==> src/id2_settings.svh <==
`ifndef ID2_SETTINGS_SVH
`define ID2_SETTINGS_SVH

// operand and pc width
`define DATA_W      32

// register file index
`define REG_ADDR_W  5

// raw immediate field of I-type instructions
`define IMME_W      16

// shift amount field
`define SA_W        5

`endif

==> src/id2_pkg.sv <==
package id2_pkg;

    // primary opcode field, MIPS values
    typedef enum logic [5:0] {
        op_special = 6'h00, op_regimm = 6'h01,
        op_j       = 6'h02, op_jal    = 6'h03,
        op_beq     = 6'h04, op_bne    = 6'h05,
        op_blez    = 6'h06, op_bgtz   = 6'h07,
        op_addi    = 6'h08, op_addiu  = 6'h09,
        op_slti    = 6'h0a, op_sltiu  = 6'h0b,
        op_andi    = 6'h0c, op_ori    = 6'h0d,
        op_xori    = 6'h0e, op_lui    = 6'h0f,
        op_lb      = 6'h20, op_lh     = 6'h21,
        op_lw      = 6'h23, op_lbu    = 6'h24,
        op_lhu     = 6'h25, op_sb     = 6'h28,
        op_sh      = 6'h29, op_sw     = 6'h2b
    } op_code_e;

    // function field of special instructions
    typedef enum logic [5:0] {
        fn_sll  = 6'h00, fn_srl  = 6'h02, fn_sra  = 6'h03,
        fn_sllv = 6'h04, fn_srlv = 6'h06, fn_srav = 6'h07,
        fn_jr   = 6'h08, fn_jalr = 6'h09,
        fn_add  = 6'h20, fn_addu = 6'h21, fn_sub  = 6'h22,
        fn_subu = 6'h23, fn_and  = 6'h24, fn_or   = 6'h25,
        fn_xor  = 6'h26, fn_nor  = 6'h27,
        fn_slt  = 6'h2a, fn_sltu = 6'h2b
    } funct_e;

    // rt field of regimm branches
    typedef enum logic [4:0] {
        rt_bltz   = 5'h00,
        rt_bgez   = 5'h01,
        rt_bltzal = 5'h10,
        rt_bgezal = 5'h11
    } regimm_rt_e;

    // bypass source, 7 is unused
    typedef enum logic [2:0] {
        fwd_nop, fwd_exc_alu, fwd_exp_alu, fwd_memc_alu,
        fwd_memc_mem, fwd_memp_alu, fwd_memp_mem
    } forward_sel_e;

    typedef enum logic [2:0] {
        src_a_rs, src_a_rt
    } src_a_sel_e;

    typedef enum logic [2:0] {
        src_b_nop, src_b_rt, src_b_imme, src_b_rs, src_b_sa
    } src_b_sel_e;

    typedef enum logic [5:0] {
        alu_nop, alu_add, alu_sub, alu_slt, alu_sltu,
        alu_and, alu_nor, alu_or, alu_xor,
        alu_sll, alu_sra, alu_srl, alu_lui
    } alu_sel_e;

    // pc_8 is the link value
    typedef enum logic [2:0] {
        res_alu, res_pc_8
    } alu_res_sel_e;

    typedef enum logic [3:0] {
        ls_nop, ls_lb, ls_lbu, ls_lh, ls_lhu,
        ls_lw, ls_sb, ls_sh, ls_sw
    } ls_sel_e;

endpackage

==> src/id2_forward_mux.sv <==
`include "id2_settings.svh"

module id2_forward_mux import id2_pkg::*; (
    input  logic                clk,
    input  forward_sel_e        sel,
    input  logic [`DATA_W-1:0]  reg_data,
    input  logic [`DATA_W-1:0]  exc_alu_res,
    input  logic [`DATA_W-1:0]  exp_alu_res,
    input  logic [`DATA_W-1:0]  memc_alu_res,
    input  logic [`DATA_W-1:0]  memc_r_data,
    input  logic [`DATA_W-1:0]  memp_alu_res,
    input  logic [`DATA_W-1:0]  memp_r_data,
    output logic [`DATA_W-1:0]  data
);

    always_comb begin
        case (sel)
            fwd_nop:      data = reg_data;
            fwd_exc_alu:  data = exc_alu_res;
            fwd_exp_alu:  data = exp_alu_res;
            fwd_memc_alu: data = memc_alu_res;
            fwd_memc_mem: data = memc_r_data;
            fwd_memp_alu: data = memp_alu_res;
            fwd_memp_mem: data = memp_r_data;
            // encoding 7 never comes from the hazard unit
            default:      data = '0;
        endcase
    end

    // hazard unit only issues the seven defined selects
    a_sel_known: assert property (@(posedge clk)
        sel inside {fwd_nop, fwd_exc_alu, fwd_exp_alu, fwd_memc_alu,
                    fwd_memc_mem, fwd_memp_alu, fwd_memp_mem})
        else $error("forward select out of range: %0d", sel);

endmodule

==> src/id2_branch_unit.sv <==
`include "id2_settings.svh"

module id2_branch_unit import id2_pkg::*; (
    input  logic                clk,
    input  op_code_e            op_code,
    input  regimm_rt_e          rt_code,
    input  logic                is_branch,
    input  logic                is_j_imme,
    input  logic                is_jr,
    input  logic [`DATA_W-1:0]  rs_data,
    input  logic [`DATA_W-1:0]  rt_data,
    output logic                take_branch,
    output logic                take_j_imme,
    output logic                take_jr,
    output logic                flush_req
);

    logic rs_eq_rt;
    logic rs_ltz;
    logic rs_eqz;
    logic cond;

    assign rs_eq_rt = (rs_data == rt_data);
    assign rs_ltz   = ($signed(rs_data) < 0);
    assign rs_eqz   = (rs_data == '0);

    // condition for the branch kind
    always_comb begin
        case (op_code)
            op_beq:  cond = rs_eq_rt;
            op_bne:  cond = !rs_eq_rt;
            op_blez: cond = rs_ltz || rs_eqz;
            op_bgtz: cond = !rs_ltz && !rs_eqz;
            op_regimm: begin
                case (rt_code)
                    rt_bltz, rt_bltzal: cond = rs_ltz;
                    rt_bgez, rt_bgezal: cond = !rs_ltz;
                    default:            cond = 1'b0;
                endcase
            end
            default: cond = 1'b0;
        endcase
    end

    assign take_branch = is_branch && cond;
    assign take_j_imme = is_j_imme;
    assign take_jr     = is_jr;
    // redirect fetch and kill the younger slot
    assign flush_req   = take_branch || take_j_imme || take_jr;

    // stage 1 marks an instruction as one control-transfer kind only
    a_one_take: assert property (@(posedge clk)
        $onehot0({take_branch, take_j_imme, take_jr}))
        else $error("more than one take flag raised");

endmodule

==> src/id2_decode.sv <==
`include "id2_settings.svh"

module id2_decode import id2_pkg::*; (
    input  op_code_e            op_code,
    input  funct_e              funct,
    input  regimm_rt_e          rt_code,
    input  logic [`IMME_W-1:0]  imme,
    output src_a_sel_e          src_a_sel,
    output src_b_sel_e          src_b_sel,
    output alu_sel_e            alu_sel,
    output alu_res_sel_e        alu_res_sel,
    output ls_sel_e             ls_sel,
    output logic                ls_ena,
    output logic                wb_reg_sel,
    output logic [`DATA_W-1:0]  ext_imme
);

    logic is_special;
    logic is_load;
    logic is_ls;
    logic is_alu_imme;
    logic sign_ext;

    assign is_special  = (op_code == op_special);
    assign is_load     = op_code inside {op_lb, op_lbu, op_lh, op_lhu, op_lw};
    assign is_ls       = is_load || (op_code inside {op_sb, op_sh, op_sw});
    assign is_alu_imme = op_code inside {op_addi, op_addiu, op_slti, op_sltiu,
                                         op_andi, op_ori, op_xori, op_lui};

    // shifts take the shifted value from rt
    always_comb begin
        if (is_special && funct inside {fn_sll, fn_srl, fn_sra, fn_sllv, fn_srlv, fn_srav}) begin
            src_a_sel = src_a_rt;
        end else begin
            src_a_sel = src_a_rs;
        end
    end

    always_comb begin
        if (is_special && funct inside {fn_add, fn_addu, fn_sub, fn_subu, fn_slt,
                                        fn_sltu, fn_and, fn_nor, fn_or, fn_xor}) begin
            src_b_sel = src_b_rt;
        end else if (is_alu_imme || is_ls) begin
            src_b_sel = src_b_imme;
        end else if (is_special && funct inside {fn_sllv, fn_srlv, fn_srav}) begin
            src_b_sel = src_b_rs;
        end else if (is_special && funct inside {fn_sll, fn_srl, fn_sra}) begin
            src_b_sel = src_b_sa;
        end else begin
            src_b_sel = src_b_nop;
        end
    end

    always_comb begin
        if (is_special) begin
            case (funct)
                fn_add, fn_addu: alu_sel = alu_add;
                fn_sub, fn_subu: alu_sel = alu_sub;
                fn_slt:          alu_sel = alu_slt;
                fn_sltu:         alu_sel = alu_sltu;
                fn_and:          alu_sel = alu_and;
                fn_nor:          alu_sel = alu_nor;
                fn_or:           alu_sel = alu_or;
                fn_xor:          alu_sel = alu_xor;
                fn_sll, fn_sllv: alu_sel = alu_sll;
                fn_sra, fn_srav: alu_sel = alu_sra;
                fn_srl, fn_srlv: alu_sel = alu_srl;
                default:         alu_sel = alu_nop;
            endcase
        end else begin
            case (op_code)
                // address add for every load and store
                op_addi, op_addiu, op_lb, op_lbu, op_lh, op_lhu,
                op_lw, op_sb, op_sh, op_sw: alu_sel = alu_add;
                op_slti:  alu_sel = alu_slt;
                op_sltiu: alu_sel = alu_sltu;
                op_andi:  alu_sel = alu_and;
                op_ori:   alu_sel = alu_or;
                op_xori:  alu_sel = alu_xor;
                op_lui:   alu_sel = alu_lui;
                default:  alu_sel = alu_nop;
            endcase
        end
    end

    // link instructions write pc+8
    always_comb begin
        if ((is_special && funct == fn_jalr) || op_code == op_jal ||
            (op_code == op_regimm && rt_code inside {rt_bltzal, rt_bgezal})) begin
            alu_res_sel = res_pc_8;
        end else begin
            alu_res_sel = res_alu;
        end
    end

    always_comb begin
        case (op_code)
            op_lb:   ls_sel = ls_lb;
            op_lbu:  ls_sel = ls_lbu;
            op_lh:   ls_sel = ls_lh;
            op_lhu:  ls_sel = ls_lhu;
            op_lw:   ls_sel = ls_lw;
            op_sb:   ls_sel = ls_sb;
            op_sh:   ls_sel = ls_sh;
            op_sw:   ls_sel = ls_sw;
            default: ls_sel = ls_nop;
        endcase
    end

    assign ls_ena     = (ls_sel != ls_nop);
    assign wb_reg_sel = is_load;

    // logic immediates and lui are zero extended
    assign sign_ext = is_ls || (op_code inside {op_addi, op_addiu, op_slti, op_sltiu});
    assign ext_imme = sign_ext ? {{(`DATA_W-`IMME_W){imme[`IMME_W-1]}}, imme}
                               : {{(`DATA_W-`IMME_W){1'b0}}, imme};

endmodule

==> src/id2_ex_reg.sv <==
`include "id2_settings.svh"

module id2_ex_reg import id2_pkg::*; (
    input  logic                    clk,
    input  logic                    reset,
    input  logic                    id1_valid,
    input  logic                    w_reg_ena,
    input  logic [`REG_ADDR_W-1:0]  w_reg_dst,
    input  logic [`DATA_W-1:0]      pc,
    input  logic [`SA_W-1:0]        sa,
    input  logic [`DATA_W-1:0]      rs_data,
    input  logic [`DATA_W-1:0]      rt_data,
    input  logic [`DATA_W-1:0]      ext_imme,
    input  src_a_sel_e              src_a_sel,
    input  src_b_sel_e              src_b_sel,
    input  alu_sel_e                alu_sel,
    input  alu_res_sel_e            alu_res_sel,
    input  ls_sel_e                 ls_sel,
    input  logic                    ls_ena,
    input  logic                    wb_reg_sel,
    output logic                    ex_valid,
    output logic                    ex_w_reg_ena,
    output logic [`REG_ADDR_W-1:0]  ex_w_reg_dst,
    output logic [`DATA_W-1:0]      ex_pc,
    output logic [`SA_W-1:0]        ex_sa,
    output logic [`DATA_W-1:0]      ex_rs_data,
    output logic [`DATA_W-1:0]      ex_rt_data,
    output logic [`DATA_W-1:0]      ex_ext_imme,
    output src_a_sel_e              ex_src_a_sel,
    output src_b_sel_e              ex_src_b_sel,
    output alu_sel_e                ex_alu_sel,
    output alu_res_sel_e            ex_alu_res_sel,
    output ls_sel_e                 ex_ls_sel,
    output logic                    ex_ls_ena,
    output logic                    ex_wb_reg_sel
);

    // control bundle
    always_ff @(posedge clk) begin
        if (reset) begin
            ex_valid       <= 1'b0;
            ex_w_reg_ena   <= 1'b0;
            ex_ls_ena      <= 1'b0;
            ex_wb_reg_sel  <= 1'b0;
            ex_src_a_sel   <= src_a_rs;
            ex_src_b_sel   <= src_b_nop;
            ex_alu_sel     <= alu_nop;
            ex_alu_res_sel <= res_alu;
            ex_ls_sel      <= ls_nop;
        end else begin
            // a bubble must not write or touch memory
            ex_valid       <= id1_valid;
            ex_w_reg_ena   <= id1_valid && w_reg_ena;
            ex_ls_ena      <= id1_valid && ls_ena;
            ex_wb_reg_sel  <= wb_reg_sel;
            ex_src_a_sel   <= src_a_sel;
            ex_src_b_sel   <= src_b_sel;
            ex_alu_sel     <= alu_sel;
            ex_alu_res_sel <= alu_res_sel;
            ex_ls_sel      <= ls_sel;
        end
    end

    // payload
    always_ff @(posedge clk) begin
        ex_w_reg_dst <= w_reg_dst;
        ex_pc        <= pc;
        ex_sa        <= sa;
        ex_rs_data   <= rs_data;
        ex_rt_data   <= rt_data;
        ex_ext_imme  <= ext_imme;
    end

endmodule

==> src/idu_2.sv <==
`include "id2_settings.svh"

module idu_2 import id2_pkg::*; (
    input  logic                    clk,
    input  logic                    reset,
    // stage 1
    input  logic                    id1_valid,
    input  logic [`DATA_W-1:0]      id1_pc,
    input  logic [5:0]              id1_op_code,
    input  logic [`REG_ADDR_W-1:0]  id1_rs,
    input  logic [`REG_ADDR_W-1:0]  id1_rt,
    input  logic [`SA_W-1:0]        id1_sa,
    input  logic [5:0]              id1_funct,
    input  logic                    id1_w_reg_ena,
    input  logic [`REG_ADDR_W-1:0]  id1_w_reg_dst,
    input  logic [`IMME_W-1:0]      id1_imme,
    input  logic                    id1_is_branch,
    input  logic                    id1_is_j_imme,
    input  logic                    id1_is_jr,
    // hazard unit and bypass network
    input  logic [2:0]              forward_rs,
    input  logic [2:0]              forward_rt,
    input  logic [`DATA_W-1:0]      exc_alu_res,
    input  logic [`DATA_W-1:0]      exp_alu_res,
    input  logic [`DATA_W-1:0]      memc_alu_res,
    input  logic [`DATA_W-1:0]      memc_r_data,
    input  logic [`DATA_W-1:0]      memp_alu_res,
    input  logic [`DATA_W-1:0]      memp_r_data,
    // register file
    output logic [`REG_ADDR_W-1:0]  reg_r_addr_1,
    output logic [`REG_ADDR_W-1:0]  reg_r_addr_2,
    input  logic [`DATA_W-1:0]      reg_r_data_1,
    input  logic [`DATA_W-1:0]      reg_r_data_2,
    // fetch redirect, same cycle
    output logic                    id2_take_branch,
    output logic                    id2_take_j_imme,
    output logic                    id2_take_jr,
    output logic                    id2_flush_req,
    // execute bundle
    output logic                    ex_valid,
    output logic                    ex_w_reg_ena,
    output logic [`REG_ADDR_W-1:0]  ex_w_reg_dst,
    output logic [`DATA_W-1:0]      ex_pc,
    output logic [`SA_W-1:0]        ex_sa,
    output logic [`DATA_W-1:0]      ex_rs_data,
    output logic [`DATA_W-1:0]      ex_rt_data,
    output logic [`DATA_W-1:0]      ex_ext_imme,
    output src_a_sel_e              ex_src_a_sel,
    output src_b_sel_e              ex_src_b_sel,
    output alu_sel_e                ex_alu_sel,
    output alu_res_sel_e            ex_alu_res_sel,
    output ls_sel_e                 ex_ls_sel,
    output logic                    ex_ls_ena,
    output logic                    ex_wb_reg_sel
);

    logic [`DATA_W-1:0] rs_data;
    logic [`DATA_W-1:0] rt_data;
    logic [`DATA_W-1:0] ext_imme;
    src_a_sel_e         src_a_sel;
    src_b_sel_e         src_b_sel;
    alu_sel_e           alu_sel;
    alu_res_sel_e       alu_res_sel;
    ls_sel_e            ls_sel;
    logic               ls_ena;
    logic               wb_reg_sel;

    assign reg_r_addr_1 = id1_rs;
    assign reg_r_addr_2 = id1_rt;

    id2_forward_mux u_fwd_rs (
        .clk          (clk),
        .sel          (forward_sel_e'(forward_rs)),
        .reg_data     (reg_r_data_1),
        .exc_alu_res  (exc_alu_res),
        .exp_alu_res  (exp_alu_res),
        .memc_alu_res (memc_alu_res),
        .memc_r_data  (memc_r_data),
        .memp_alu_res (memp_alu_res),
        .memp_r_data  (memp_r_data),
        .data         (rs_data)
    );

    id2_forward_mux u_fwd_rt (
        .clk          (clk),
        .sel          (forward_sel_e'(forward_rt)),
        .reg_data     (reg_r_data_2),
        .exc_alu_res  (exc_alu_res),
        .exp_alu_res  (exp_alu_res),
        .memc_alu_res (memc_alu_res),
        .memc_r_data  (memc_r_data),
        .memp_alu_res (memp_alu_res),
        .memp_r_data  (memp_r_data),
        .data         (rt_data)
    );

    id2_branch_unit u_branch (
        .clk         (clk),
        .op_code     (op_code_e'(id1_op_code)),
        .rt_code     (regimm_rt_e'(id1_rt)),
        .is_branch   (id1_is_branch),
        .is_j_imme   (id1_is_j_imme),
        .is_jr       (id1_is_jr),
        .rs_data     (rs_data),
        .rt_data     (rt_data),
        .take_branch (id2_take_branch),
        .take_j_imme (id2_take_j_imme),
        .take_jr     (id2_take_jr),
        .flush_req   (id2_flush_req)
    );

    id2_decode u_decode (
        .op_code     (op_code_e'(id1_op_code)),
        .funct       (funct_e'(id1_funct)),
        .rt_code     (regimm_rt_e'(id1_rt)),
        .imme        (id1_imme),
        .src_a_sel   (src_a_sel),
        .src_b_sel   (src_b_sel),
        .alu_sel     (alu_sel),
        .alu_res_sel (alu_res_sel),
        .ls_sel      (ls_sel),
        .ls_ena      (ls_ena),
        .wb_reg_sel  (wb_reg_sel),
        .ext_imme    (ext_imme)
    );

    id2_ex_reg u_ex_reg (
        .clk            (clk),
        .reset          (reset),
        .id1_valid      (id1_valid),
        .w_reg_ena      (id1_w_reg_ena),
        .w_reg_dst      (id1_w_reg_dst),
        .pc             (id1_pc),
        .sa             (id1_sa),
        .rs_data        (rs_data),
        .rt_data        (rt_data),
        .ext_imme       (ext_imme),
        .src_a_sel      (src_a_sel),
        .src_b_sel      (src_b_sel),
        .alu_sel        (alu_sel),
        .alu_res_sel    (alu_res_sel),
        .ls_sel         (ls_sel),
        .ls_ena         (ls_ena),
        .wb_reg_sel     (wb_reg_sel),
        .ex_valid       (ex_valid),
        .ex_w_reg_ena   (ex_w_reg_ena),
        .ex_w_reg_dst   (ex_w_reg_dst),
        .ex_pc          (ex_pc),
        .ex_sa          (ex_sa),
        .ex_rs_data     (ex_rs_data),
        .ex_rt_data     (ex_rt_data),
        .ex_ext_imme    (ex_ext_imme),
        .ex_src_a_sel   (ex_src_a_sel),
        .ex_src_b_sel   (ex_src_b_sel),
        .ex_alu_sel     (ex_alu_sel),
        .ex_alu_res_sel (ex_alu_res_sel),
        .ex_ls_sel      (ex_ls_sel),
        .ex_ls_ena      (ex_ls_ena),
        .ex_wb_reg_sel  (ex_wb_reg_sel)
    );

endmodule

==> config.mk <==
export PLATFORM = sky130hd
export DESIGN_NAME = idu_2
export DESIGN_NICKNAME = d
export VERILOG_FILES = /design/src/id2_pkg.sv /design/src/id2_forward_mux.sv /design/src/id2_branch_unit.sv /design/src/id2_decode.sv /design/src/id2_ex_reg.sv /design/src/idu_2.sv
export VERILOG_INCLUDE_DIRS = /design/src
export SDC_FILE = /design/constraint.sdc
export NUM_CORES = 1
export LEC_CHECK = 0
export ABC_AREA = 1
export BUFFER_PORTS_ARGS = -buffer_cell sky130_fd_sc_hd__clkbuf_2
export CAP_MARGIN = 20
export CELL_PAD_IN_SITES_DETAIL_PLACEMENT = 0
export CELL_PAD_IN_SITES_GLOBAL_PLACEMENT = 1
export CORE_AREA = 3 3 200 202
export CTS_CLUSTER_SIZE = 25
export DETAILED_ROUTE_END_ITERATION = 16
export DIE_AREA = 0 0 203 205
export GPL_TIMING_DRIVEN = 1
export HOLD_SLACK_MARGIN = 0.12
export PLACE_DENSITY_LB_ADDON = 0.1
export SYNTH_ARGS = -nofsm -noshare
export SYNTH_HDL_FRONTEND = slang
export SYNTH_SLANG_ARGS = --single-unit
==> constraint.sdc <==
create_clock -name clk -period 3.7 [get_ports clk]
set_clock_uncertainty 0.15 [all_clocks]
set_input_delay 0.74 -clock clk [delete_from_list [all_inputs] [get_ports clk]]
set_output_delay 0.74 -clock clk [all_outputs]
set_load 0.05 [all_outputs]
==> metrics.yaml, run 1 <==
route:
  vias: 14100
  drt_iter0_drc: 956
  drt-total-wl_mm: 58.6
  vias_per_cell: 4.76
  drtAntennaViolNets: 0
  dr.pass1.iters: 5
  drc: 0
  wl_per_cell_microns: 19.9
placed_design:
  portBuffers: 507
  dp_cells: 2851
  gp_congestion: 0.898
  post-place-ws_ps: -668
  hpwl_mm: 46.3
global_route:
  grt_max_degree: 32
  gr-total-overflow: 0
  grtUsageTotal_pct: 26.7
  grt_pass1_vias: 13800
  grt_pass1_wl_mm: 83.5
  antenna_found_initial: 6
logic_synthesis:
  synth_seq_cells: 140
  yosysWarnings: 0
  syn_avg_cell_area_sq_um: 5.66
  synth.distinct_cells: 29
  netlist_area_sq_mm: 0.00983
  synthCells: 1735
  yosysSeqAreaShare_pct: 28.5
floorplan:
  rows: 72
  die_area_sq_mm: 0.0416
  core_sq_mm: 0.0385
  ios: 524
  die-width_microns: 203
  fp.dieH_microns: 205
  start_util_pct: 25.5
layout:
  final_util_pct: 42.0
  nets: 2765
  finalNonFillerCells: 2952
  drive_gt1_share_pct: 39.1
  area_delta_synth_final_pct: 64.5
critical_path:
  crit_top_cell: "nand2_1"
  worst-endpoint-arrival_ps: 3060
  crit_path_end_kind: "output pin"
  required_ps: 2810
  crit_path_max_fanout: 5
  slowest_delay_ps: 240
  path_cells: "clkbuf_16, buf_6, nor2_4, buf_12, buf_4, buf_4, nand3_2, nand3_2, nor2_4, nand2_1, nand2_1, inv_1, nand2_2, nor2_2, nand2_2, nor2_2, nand2_1, nand2_1, nand2_1, nand2_2, nand2_2, inv_2, clkbuf_16"
  start_kind: "input port"
  path_class: "input port to output pin"
  slowest_stage: "nor2_4"
clock_tree:
  cts_made_buffers: 17
  cts.clk_slew.worst_paths_ps: 80
  cts_root_buffer: "clkbuf_16"
  max-clock-path-buffers: 2
  cts_tree: "built"
  h-tree-depth: 4
  cts_sinks: 140
  ctsHoldBuffers: 0
timing:
  finalSetupViolations: 2
  whs_ps: 237
  setup_slack_ps: -245
  finalCritPeriodShare_pct: 107
  hold_viol_final: 0
  period_minus_slack_ps: 3950
  rsz0062_at_grt: "yes"
  max_clock_freq_mhz: 253
  slew_viol_final: 0
power:
  power_uw: 5710
  cellPowerDensity_mw_per_mm2: 353
  power.leakage_uw: 0.00942
  irDropWorstVdd_mv: 0.337
outcome:
  violations: "setup timing"
  status: "complete, but fails checks"
min_path:
  whs_path_depth: 1
  min_to: "u_ex_reg.ex_pc[4]$_DFF_P_"
  hold_path_class: "input port to flop"
  hp-start: "id1_pc[4]"
flow_run:
  max_cap_violations: 0
[worst max path at each step]
stage / start / endpoint / slack, ps / cells after the start
floorplan: forward_rs[1] / id2_flush_req / 110 / 21
global placement: forward_rs[1] / id2_take_branch / -660 / 21
detailed placement: forward_rs[1] / id2_take_branch / -670 / 21
CTS: forward_rs[1] / id2_flush_req / -240 / 23
global route: forward_rt[1] / id2_take_branch / -340 / 22
finish: forward_rs[1] / id2_take_branch / -250 / 23
[registers in the layout, summed over array words and instances (netlist names)]
name / flops
u_ex_reg.ex_pc: 32
u_ex_reg.ex_rs_data: 32
u_ex_reg.ex_rt_data: 32
u_ex_reg.ex_ext_imme: 17
u_ex_reg.ex_sa: 5
u_ex_reg.ex_w_reg_dst: 5
u_ex_reg.ex_alu_sel: 4
u_ex_reg.ex_ls_sel: 4
u_ex_reg.ex_src_b_sel: 3
u_ex_reg.ex_alu_res_sel: 1
u_ex_reg.ex_ls_ena: 1
u_ex_reg.ex_src_a_sel: 1
u_ex_reg.ex_valid: 1
u_ex_reg.ex_w_reg_ena: 1
u_ex_reg.ex_wb_reg_sel: 1
[placed cells by master (no fill, tap or decap), types with 6 or more instances in the layout]
master and n:
a21oi_1 27, buf_12 31, buf_4 214, buf_6 24, clkbuf_16 22, clkbuf_2 499
conb_1 6, dfxtp_1 140, inv_1 227, inv_2 13, inv_6 6, nand2_1 507
nand2_2 41, nand3_1 161, nand3_2 13, nand4_1 168, nor2_1 166, nor2_2 33
nor2_4 15, o21ai_0 46, o21ai_1 15, o21ai_2 9
[cells by family (layout without fill, tap and decap cells)]
family	after synthesis	after routing	share of synthesized area (%)
flops	140	140	28.5
compound gates	106	106	5.59
other cells	1	11	0.0382
simple gates	1122	1122	49.9
buf+inv	366	1055	15.9
[repair_timing]
action                                 4_1_cts  5_1_grt
setup endpoints to repair                    2        3
gates cloned                                 4        3
endpoints found under the hold margin        0        0
setup buffers                               49       15
pin swaps                                   33       66
resized for setup                          106      117
[per-stage QoR]
stage / area, sq um / TNS (ps)
floorplan: 9850 / 0
global placement: 14300 / -1250
detailed placement: 14300 / -1270
CTS: 15700 / -646
global route: 16200 / -679
finish: 16200 / -489
[critical path, delay by kind of cell]
| family | cells | cell delay (ps) |
|---|---|---|
| simple gates | 15 | 1340 |
| buf+inv | 8 | 970 |
[cell type report]
type / instances / area [sq um]
diodes: 5 / 12.5
clock buffers: 17 / 425
clock inverters: 15 / 171
fillers: 4225 / 22300
inverters: 243 / 921
multi-input cells: 1234 / 5930
flip-flops and latches: 140 / 2800
well taps: 518 / 648
repair buffers: 780 / 5260
[Yosys cell counts]
master | number | share of area [%]
a21boi_0 | 1 | 0.076
o31ai_1 | 1 | 0.076
nand3_2 | 1 | 0.10
clkbuf_1 | 33 | 1.3
buf_2 | 37 | 1.9
nor3_4 | 1 | 0.17
inv_1 | 240 | 9.2
o2111ai_1 | 1 | 0.089
buf_1 | 14 | 0.53
o21ai_0 | 67 | 3.4
dfxtp_1 | 140 | 29
buf_4 | 39 | 3.0
conb_1 | 1 | 0.038
nor2_2 | 2 | 0.13
nor4_1 | 2 | 0.13
nand2_1 | 553 | 21
nor3_2 | 2 | 0.20
o22ai_1 | 1 | 0.064
nor3_1 | 6 | 0.31
a21oi_1 | 28 | 1.4
a31oi_1 | 2 | 0.13
nor2_1 | 212 | 8.1
nand3_1 | 173 | 8.8
inv_2 | 3 | 0.11
o32ai_1 | 1 | 0.089
nand4_1 | 168 | 11
o211ai_1 | 1 | 0.076
o21ai_1 | 3 | 0.15
nand3b_1 | 2 | 0.15
[layer usage]
metal	wire, microns	vias up	GRT usage, %
li1	-	6912	-
met1	24000	6479	31.6
met2	29300	561	48.1
met3	3470	97	4.61
met4	1850	2	10.1
met5	13	-	0
[report_power, final]
group | switching, uW | internal (uW)
Sequential | 39.6 | 1630
Combinational | 1450 | 788
Clock | 832 | 964
(Power assumes the default switching activity.)
==> run 2: changes to the inputs <==
--- a/config.mk
+++ b/config.mk
@@ -11,13 +11,14 @@
 export CAP_MARGIN = 20
 export CELL_PAD_IN_SITES_DETAIL_PLACEMENT = 0
 export CELL_PAD_IN_SITES_GLOBAL_PLACEMENT = 1
-export CORE_AREA = 3 3 200 202
+export CORE_AREA = 3 3 201 203
 export CTS_CLUSTER_SIZE = 25
 export DETAILED_ROUTE_END_ITERATION = 16
-export DIE_AREA = 0 0 203 205
+export DIE_AREA = 0 0 204 206
 export GPL_TIMING_DRIVEN = 1
 export HOLD_SLACK_MARGIN = 0.12
 export PLACE_DENSITY_LB_ADDON = 0.1
 export SYNTH_ARGS = -nofsm -noshare
 export SYNTH_HDL_FRONTEND = slang
+export SYNTH_HIERARCHICAL = 1
 export SYNTH_SLANG_ARGS = --single-unit
==> run 2 against run 1 <==
  * The flow still finishes with violations (setup timing)
  * Maximum frequency rose by 3.8%
  * Critical endpoint unchanged
  * Non-clock buffer count rose by 26
  * Highest routed layer unchanged
  * Design area decreased by 0.20%
  * Routed wire length decreased by 5.1%
  * Count of clock-buffer cells in the layout did not move
  * Critical path depth is 2 lower
==> metrics.yaml, run 2 <==
global_route:
  grt_pass1_vias: 13300  # -3.3%
  grt_pass1_wl_mm: 80.8  # -3.2%
  grt_max_degree: 49  # +53%
  grtUsageTotal_pct: 25.4  # -1.2 points
  antenna_found_initial: 22  # +16
  gr-total-overflow: 0  # unchanged
timing:
  setup-tns-final_ps: -284  # +206 ps
  setup_slack_ps: -101  # +144 ps
  finalSetupViolations: 3  # +1
  rsz0062_at_grt: "yes"
  relSlewSlack_pct: 39.4
  period_minus_slack_ps: 3800  # -144 ps
  worstMarginPinSlew_ps: 907
  slew_viol_final: 0  # unchanged
  hold_viol_final: 0  # unchanged
  max_clock_freq_mhz: 263  # +3.8%
  whs_ps: 247  # +10.3 ps
  finalCritPeriodShare_pct: 103  # -3.9 points
critical_path:
  cp.buffers_inverters: 7  # -1
  start_kind: "input port"
  path_cells: "buf_12, buf_12, buf_6, nand3_4, buf_6, buf_12, nor2_2, nor2_1, nand2_1, xnor2_1, nand2_1, nor2_2, nand2_2, nor2_4, nand2_1, nand2_1, nand2_1, nand2_2, nand2_2, inv_2, clkbuf_16"
  worst-endpoint-arrival_ps: 2910  # -150 ps
  crit_path_max_fanout: 7  # +2
  crit_top_cell: "nand2_1"
  required_ps: 2810  # about the same
  slowest_delay_ps: 190  # -50 ps
  crit_path_end_kind: "output pin"
  slowest_stage: "xnor2_1"
  path_delay_family: "simple AND/OR/NAND/NOR gates"
  path_class: "input port to output pin"
layout:
  fillers: 4118  # -2.5%
  multi_input_area_sq_mm: 0.00545  # -8.1%
  finalNonFillerCells: 2732  # -7.5%
  final_common_cell: "clkbuf_2"
  nets: 2542  # -8.1%
  final_cell_area_sq_mm: 0.0161  # -0.20%
  drive_gt1_share_pct: 43.4  # +4.3 points
  seqCellArea_sq_mm: 0.00322  # +15%
  final_cell_mix: "clkbuf_2 (505), nand2_1 (315), nand4_1 (265), buf_4 (212), nor2_1 (206)"
  area_delta_synth_final_pct: 65.6
placed_design:
  portBuffers: 513  # +1.2%
  postPlaceCellArea_sq_mm: 0.0137  # -4.3%
  hpwl_mm: 41.5  # -10%
  gp_congestion: 0.887  # -1.2%
  dp_cells: 2566  # -10%
clock_tree:
  max-clock-path-buffers: 2  # unchanged
  cts_root_buffer: "clkbuf_16"
  cts_made_buffers: 17  # unchanged
  h-tree-depth: 4  # unchanged
  ctsHoldBuffers: 0  # unchanged
  cts_tree: "built"
  cts_sinks: 161  # +15%
  cts.clk_slew.worst_paths_ps: 70  # about the same
floorplan:
  ios: 524  # unchanged
  rows: 72  # unchanged
  die-width_microns: 204  # +0.49%
  die_area_sq_mm: 0.0420  # +0.98%
  fp.dieH_microns: 206  # +0.49%
  core_sq_mm: 0.0386  # +0.47%
  start_util_pct: 25.2  # -0.33 points
logic_synthesis:
  syn_avg_cell_area_sq_um: 6.37  # +13%
  synth_top_area_share_pct: 33.1  # +4.6 points
  synth.most_common_cell: "nand2_1"
  synth_flop_cell: "dfxtp_1"
  yosysWarnings: 6  # +6
  yosysSeqAreaShare_pct: 33.1  # +4.6 points
  netlist_area_sq_mm: 0.00974  # -0.84%
  synth.distinct_cells: 29  # unchanged
  synth_edf_count: 0  # unchanged
  synth_top_cell_by_area: "dfxtp_1"
  synth.top_cells.by_count: "nand2_1 (349), nand4_1 (265), nor2_1 (255)"
  synthCells: 1529  # -12%
  async_flop_share_pct: 0  # unchanged
  synth_seq_cells: 161  # +15%
  synth_area_leaders: "dfxtp_1 (33%), nand4_1 (17%), nand2_1 (13%)"
power:
  irDropWorstVdd_mv: 0.289  # -14%
  cellPowerDensity_mw_per_mm2: 363  # +2.7%
  power.leakage_uw: 0.00885  # -6.1%
  power_uw: 5850  # +2.5%
route:
  vias: 13300  # -5.3%
  drc: 0  # unchanged
  drt-total-wl_mm: 55.7  # -5.1%
  wl_per_cell_microns: 20.4  # +2.6%
  vias_per_cell: 4.87  # +2.3%
  drtAntennaViolNets: 0  # unchanged
  dr.pass1.iters: 7  # +2
  drt_iter0_drc: 836  # -13%
flow_run:
  max_cap_violations: 0  # unchanged
min_path:
  min_to: "u_ex_reg/ex_pc[20]$_DFF_P_"
  whs_path_depth: 1  # unchanged
  hp-start: "id1_pc[20]"
  hold_path_class: "input port to flop"
outcome:
  status: "complete, but fails checks"
  violations: "setup timing"
[run 2: cell count changes after synthesis, moves of 16 or more]
cell / before / now
a21oi_1: 28 / 4
buf_2: 37 / 60
buf_4: 39 / 55
dfxtp_1: 140 / 161
inv_1: 240 / 119
nand2_1: 553 / 349
nand3_1: 173 / 146
nand4_1: 168 / 265
nor2_1: 212 / 255
o21ai_0: 67 / 2
xnor2_1: 0 / 22
[run 2: report_power, final]
part,leakage (uW),switching [uW],internal (uW)
combinational,0.00725,1410,867
clock,0.000252,800,864
sequential,0.00135,41.3,1870
[run 2: timing repair]
item                       in CTS  in global routing
gates cloned                   12                  2
setup endpoints to repair       2                  6
pin swaps                      75                 61
gates resized for setup       131                 69
setup buffers                 110                  8
[run 2: cell families after synthesis]
group | Yosys count | share of synthesized area (%)
DFF | 161 | 33.1
AOI/OAI and AO/OA | 13 | 0.770
xor gates and xnor gates | 24 | 2.23
other | 1 | 0.0385
and+or+nand+nor | 1035 | 49.4
buffers and inverters | 295 | 14.5
[run 2: per-stage QoR]
stage                     util [%]  setup slack (ps)
after floorplan                  -               225
after global placement        35.4              -477
after detailed placement      35.4              -429
after CTS                     41.1             -33.8
after global routing          41.7              -189
final                         41.8              -101
[run 2: worst max path at each step]
| stage | startpoint | end | slack (ps) | depth (start not counted) |
|---|---|---|---|---|
| floorplan | forward_rs[1] | id2_flush_req | 230 | 18 |
| global placement | forward_rt[0] | id2_take_branch | -480 | 19 |
| detailed placement | forward_rt[0] | id2_take_branch | -430 | 19 |
| CTS | forward_rs[2] | id2_take_branch | -30 | 20 |
| global route | forward_rt[1] | id2_flush_req | -190 | 23 |
| finish | forward_rt[0] | id2_take_branch | -100 | 21 |
[run 2: routing by layer]
metal / GRT usage [%] / vias to the layer above / wire length (microns)
li1: - / 6393 / -
met1: 28.9 / 6091 / 21300
met2: 45.1 / 646 / 27300
met3: 6.11 / 148 / 4400
met4: 12.0 / 22 / 2520
met5: 0 / - / 148
[run 2: layout make-up]
class                   count  area share, %
flip-flops and latches    161           20.0
diodes                     10          0.155
well taps                 518           4.02
multi-input cells        1078           33.8
repair buffers            806           35.4
clock inverters            13          0.659
inverters                 129           3.32
clock buffers              17           2.64
==> run 3: changes to the inputs <==
--- a/config.mk
+++ b/config.mk
@@ -6,18 +6,19 @@
 export SDC_FILE = /design/constraint.sdc
 export NUM_CORES = 1
 export LEC_CHECK = 0
-export ABC_AREA = 1
+export ABC_AREA = 0
 export BUFFER_PORTS_ARGS = -buffer_cell sky130_fd_sc_hd__clkbuf_2
 export CAP_MARGIN = 20
 export CELL_PAD_IN_SITES_DETAIL_PLACEMENT = 0
 export CELL_PAD_IN_SITES_GLOBAL_PLACEMENT = 1
-export CORE_AREA = 3 3 201 203
+export CORE_AREA = 3 3 205 207
 export CTS_CLUSTER_SIZE = 25
 export DETAILED_ROUTE_END_ITERATION = 16
-export DIE_AREA = 0 0 204 206
+export DIE_AREA = 0 0 208 210
 export GPL_TIMING_DRIVEN = 1
 export HOLD_SLACK_MARGIN = 0.12
 export PLACE_DENSITY_LB_ADDON = 0.1
+export REMOVE_ABC_BUFFERS = 1
 export SYNTH_ARGS = -nofsm -noshare
 export SYNTH_HDL_FRONTEND = slang
 export SYNTH_HIERARCHICAL = 1
==> run 3 against run 2 <==
  * The run still ends with setup timing left
  * Sequential share of layout area up 3.2 points
  * Combinational power down 19%
  * Sequential power about the same
  * Sequential cell count unchanged
==> metrics.yaml, run 3 <==
floorplan:
  die_area_sq_mm: 0.0437  # +3.9%
  start_util_pct: 22.2  # -3.0 points
  die-width_microns: 208  # +2.0%
  fp.dieH_microns: 210  # +1.9%
  ios: 524  # unchanged
  core_sq_mm: 0.0406  # +4.9%
  rows: 74  # +2.8%
timing:
  relSlewSlack_pct: 57.3  # +18 points
  max_clock_freq_mhz: 234  # -11%
  setup_slack_ps: -572  # -471 ps
  finalCritPeriodShare_pct: 115  # +13 points
  whs_ps: 233  # -14.0 ps
  hold_viol_final: 0  # unchanged
  slew_viol_final: 0  # unchanged
  finalSetupViolations: 2  # -1
  period_minus_slack_ps: 4270  # +471 ps
  rsz0062_at_grt: "yes"
  worstMarginPinSlew_ps: 640  # -266 ps
layout:
  area_delta_synth_final_pct: 54.2
  fillers: 4368  # +6.1%
  drive_gt1_share_pct: 54.8  # +11 points
  final_cell_area_sq_mm: 0.0139  # -14%
  final_cell_mix: "clkbuf_2 (505), dfxtp_1 (161), buf_4 (143), mux2i_1 (112), o21a_1 (62)"
  final_common_cell: "clkbuf_2"
  nets: 1844  # -27%
logic_synthesis:
  syn_avg_cell_area_sq_um: 9.84  # +54%
  synth_seq_cells: 161  # unchanged
  synth_top_cell_by_area: "dfxtp_1"
  synth.top_cells.by_count: "dfxtp_1 (161), mux2i_1 (112), o21a_1 (62)"
  yosysWarnings: 6  # unchanged
  async_flop_share_pct: 0  # unchanged
  synth_area_leaders: "dfxtp_1 (36%), mux2i_1 (12%), mux2_2 (6.7%)"
  synth_edf_count: 0  # unchanged
  synthCells: 917  # -40%
  netlist_area_sq_mm: 0.00902  # -7.4%
  synth_top_area_share_pct: 35.7  # +2.7 points
  yosysSeqAreaShare_pct: 35.7  # +2.7 points
  synth_flop_cell: "dfxtp_1"
  synth.most_common_cell: "dfxtp_1"
  synth.distinct_cells: 58  # +100%
min_path:
  whs_path_depth: 1  # unchanged
  hold_path_class: "input port to flop"
power:
  power.leakage_uw: 0.00662  # -25%
  irDropWorstVdd_mv: 0.298  # +3.3%
  power_uw: 5590  # -4.5%
  cellPowerDensity_mw_per_mm2: 402  # +11%
critical_path:
  crit_start: "forward_rs[1]"
  crit_cells: 17  # -19%
  cp.buffers_inverters: 8  # +1
  start_kind: "input port"
  crit_path_end_kind: "output pin"
  required_ps: 2810  # about the same
  crit_path_max_fanout: 6  # -1
  slowest_stage: "or3_1"
  worst-endpoint-arrival_ps: 3380  # +470 ps
  path_class: "input port to output pin"
  slowest_delay_ps: 400  # +210 ps
  path_cells: "buf_12, buf_12, buf_6, buf_6, nand3b_1, o21a_1, o211ai_1, buf_4, nor4_4, buf_4, nand4_1, or3_1, nand3_2, nor3_1, o21ai_1, buf_4, buf_12"
  path_delay_family: "simple AND/OR/NAND/NOR gates"
  crit_end: "id2_flush_req"
route:
  wl_per_cell_microns: 21.1  # +3.3%
  dr.pass1.iters: 5  # -2
  drt_iter0_drc: 412  # -51%
  vias: 9113  # -31%
  drtAntennaViolNets: 0  # unchanged
  vias_per_cell: 4.46  # -8.4%
  drt-total-wl_mm: 43.0  # -23%
  drc: 0  # unchanged
global_route:
  grtUsageTotal_pct: 19.0  # -6.4 points
  grt_pass1_wl_mm: 62.1  # -23%
  grt_pass1_vias: 9469  # -29%
  gr-total-overflow: 0  # unchanged
  grt_max_degree: 31  # -37%
  antenna_found_initial: 6  # -73%
clock_tree:
  max-clock-path-buffers: 2  # unchanged
  h-tree-depth: 4  # unchanged
  cts.clk_slew.worst_paths_ps: 80  # about the same
  cts_tree: "built"
  cts_root_buffer: "clkbuf_16"
  cts_sinks: 161  # unchanged
  cts_made_buffers: 17  # unchanged
placed_design:
  hpwl_mm: 35.1  # -15%
  gp_congestion: 0.802  # -9.6%
  portBuffers: 513  # unchanged
  postPlaceCellArea_sq_mm: 0.0126  # -7.7%
  post-place-ws_ps: -1220  # -787 ps
flow_run:
  max_cap_violations: 0  # unchanged
outcome:
  status: "complete, but fails checks"
  violations: "setup timing"
## run 3: how the worst min path moves through the flow
stage | to | start | slack, ps
global route | u_ex_reg/ex_pc[28]$_DFF_P_ | id1_pc[28] | 190
global placement | u_ex_reg/ex_pc[10]$_DFF_P_ | id1_pc[10] | 690
finish | u_ex_reg/ex_pc[28]$_DFF_P_ | id1_pc[28] | 230
floorplan | u_ex_reg/ex_ext_imme[0]$_DFF_P_ | id1_imme[0] | 620
CTS | u_ex_reg/ex_pc[28]$_DFF_P_ | id1_pc[28] | 200
detailed placement | u_ex_reg/ex_pc[27]$_DFF_P_ | id1_pc[27] | 690
## run 3: cell type report
| type | instances | area [sq um] | share of cell area, % |
|---|---|---|---|
| diodes | 4 | 10.0 | 0.0720 |
| clock inverters | 15 | 184 | 1.32 |
| clock buffers | 17 | 425 | 3.06 |
| well taps | 532 | 666 | 4.79 |
| flip-flops and latches | 161 | 3220 | 23.2 |
| inverters | 4 | 15.0 | 0.108 |
| multi-input cells | 632 | 5230 | 37.6 |
| repair buffers | 679 | 4150 | 29.8 |
## run 3: per-stage QoR
| step | std cells | setup TNS, ps | utilization, % |
|---|---|---|---|
| after global routing | 2043 | -1290 | 34.3 |
| after floorplan | 796 | -977 | - |
| after detailed placement | 1980 | -2380 | 31.1 |
| after global placement | 1980 | -2360 | 31.1 |
| after CTS | 2038 | -1090 | 34.1 |
| final | 2044 | -1060 | 34.3 |
## run 3: kinds of logic after synthesis
family,synth area share (%)
and+or+nand+nor,15.4
muxes,20.9
AOI/OAI and AO/OA,14.5
DFF,35.7
buffers and inverters,9.84
xor gates and xnor gates,3.50
adders and majority gates,0.111
other,0.0416
## run 3: layer usage
metal / vias to the layer above / track usage, % / share of wire, %
li1: 4508 / - / -
met1: 4268 / 24.1 / 43
met2: 303 / 32.5 / 49
met3: 28 / 5.15 / 6.1
met4: 6 / 4.44 / 1.2
met5: - / 0 / 0.11
## run 3: what timing repair did
action	CTS	global route
setup buffers	23	2
hold buffers	0	0
gates resized for setup	66	10
gates cloned	4	0
endpoints found under the setup margin	2	2
pin swaps	17	5
## run 3: power by group
group | leakage (uW) | switching (uW) | internal (uW) | total, uW
clock | 0.000291 | 922 | 922 | 1840
sequential | 0.00135 | 38.2 | 1860 | 1900
combinational | 0.00498 | 1150 | 699 | 1850
total | 0.00662 | 2110 | 3480 | 5590
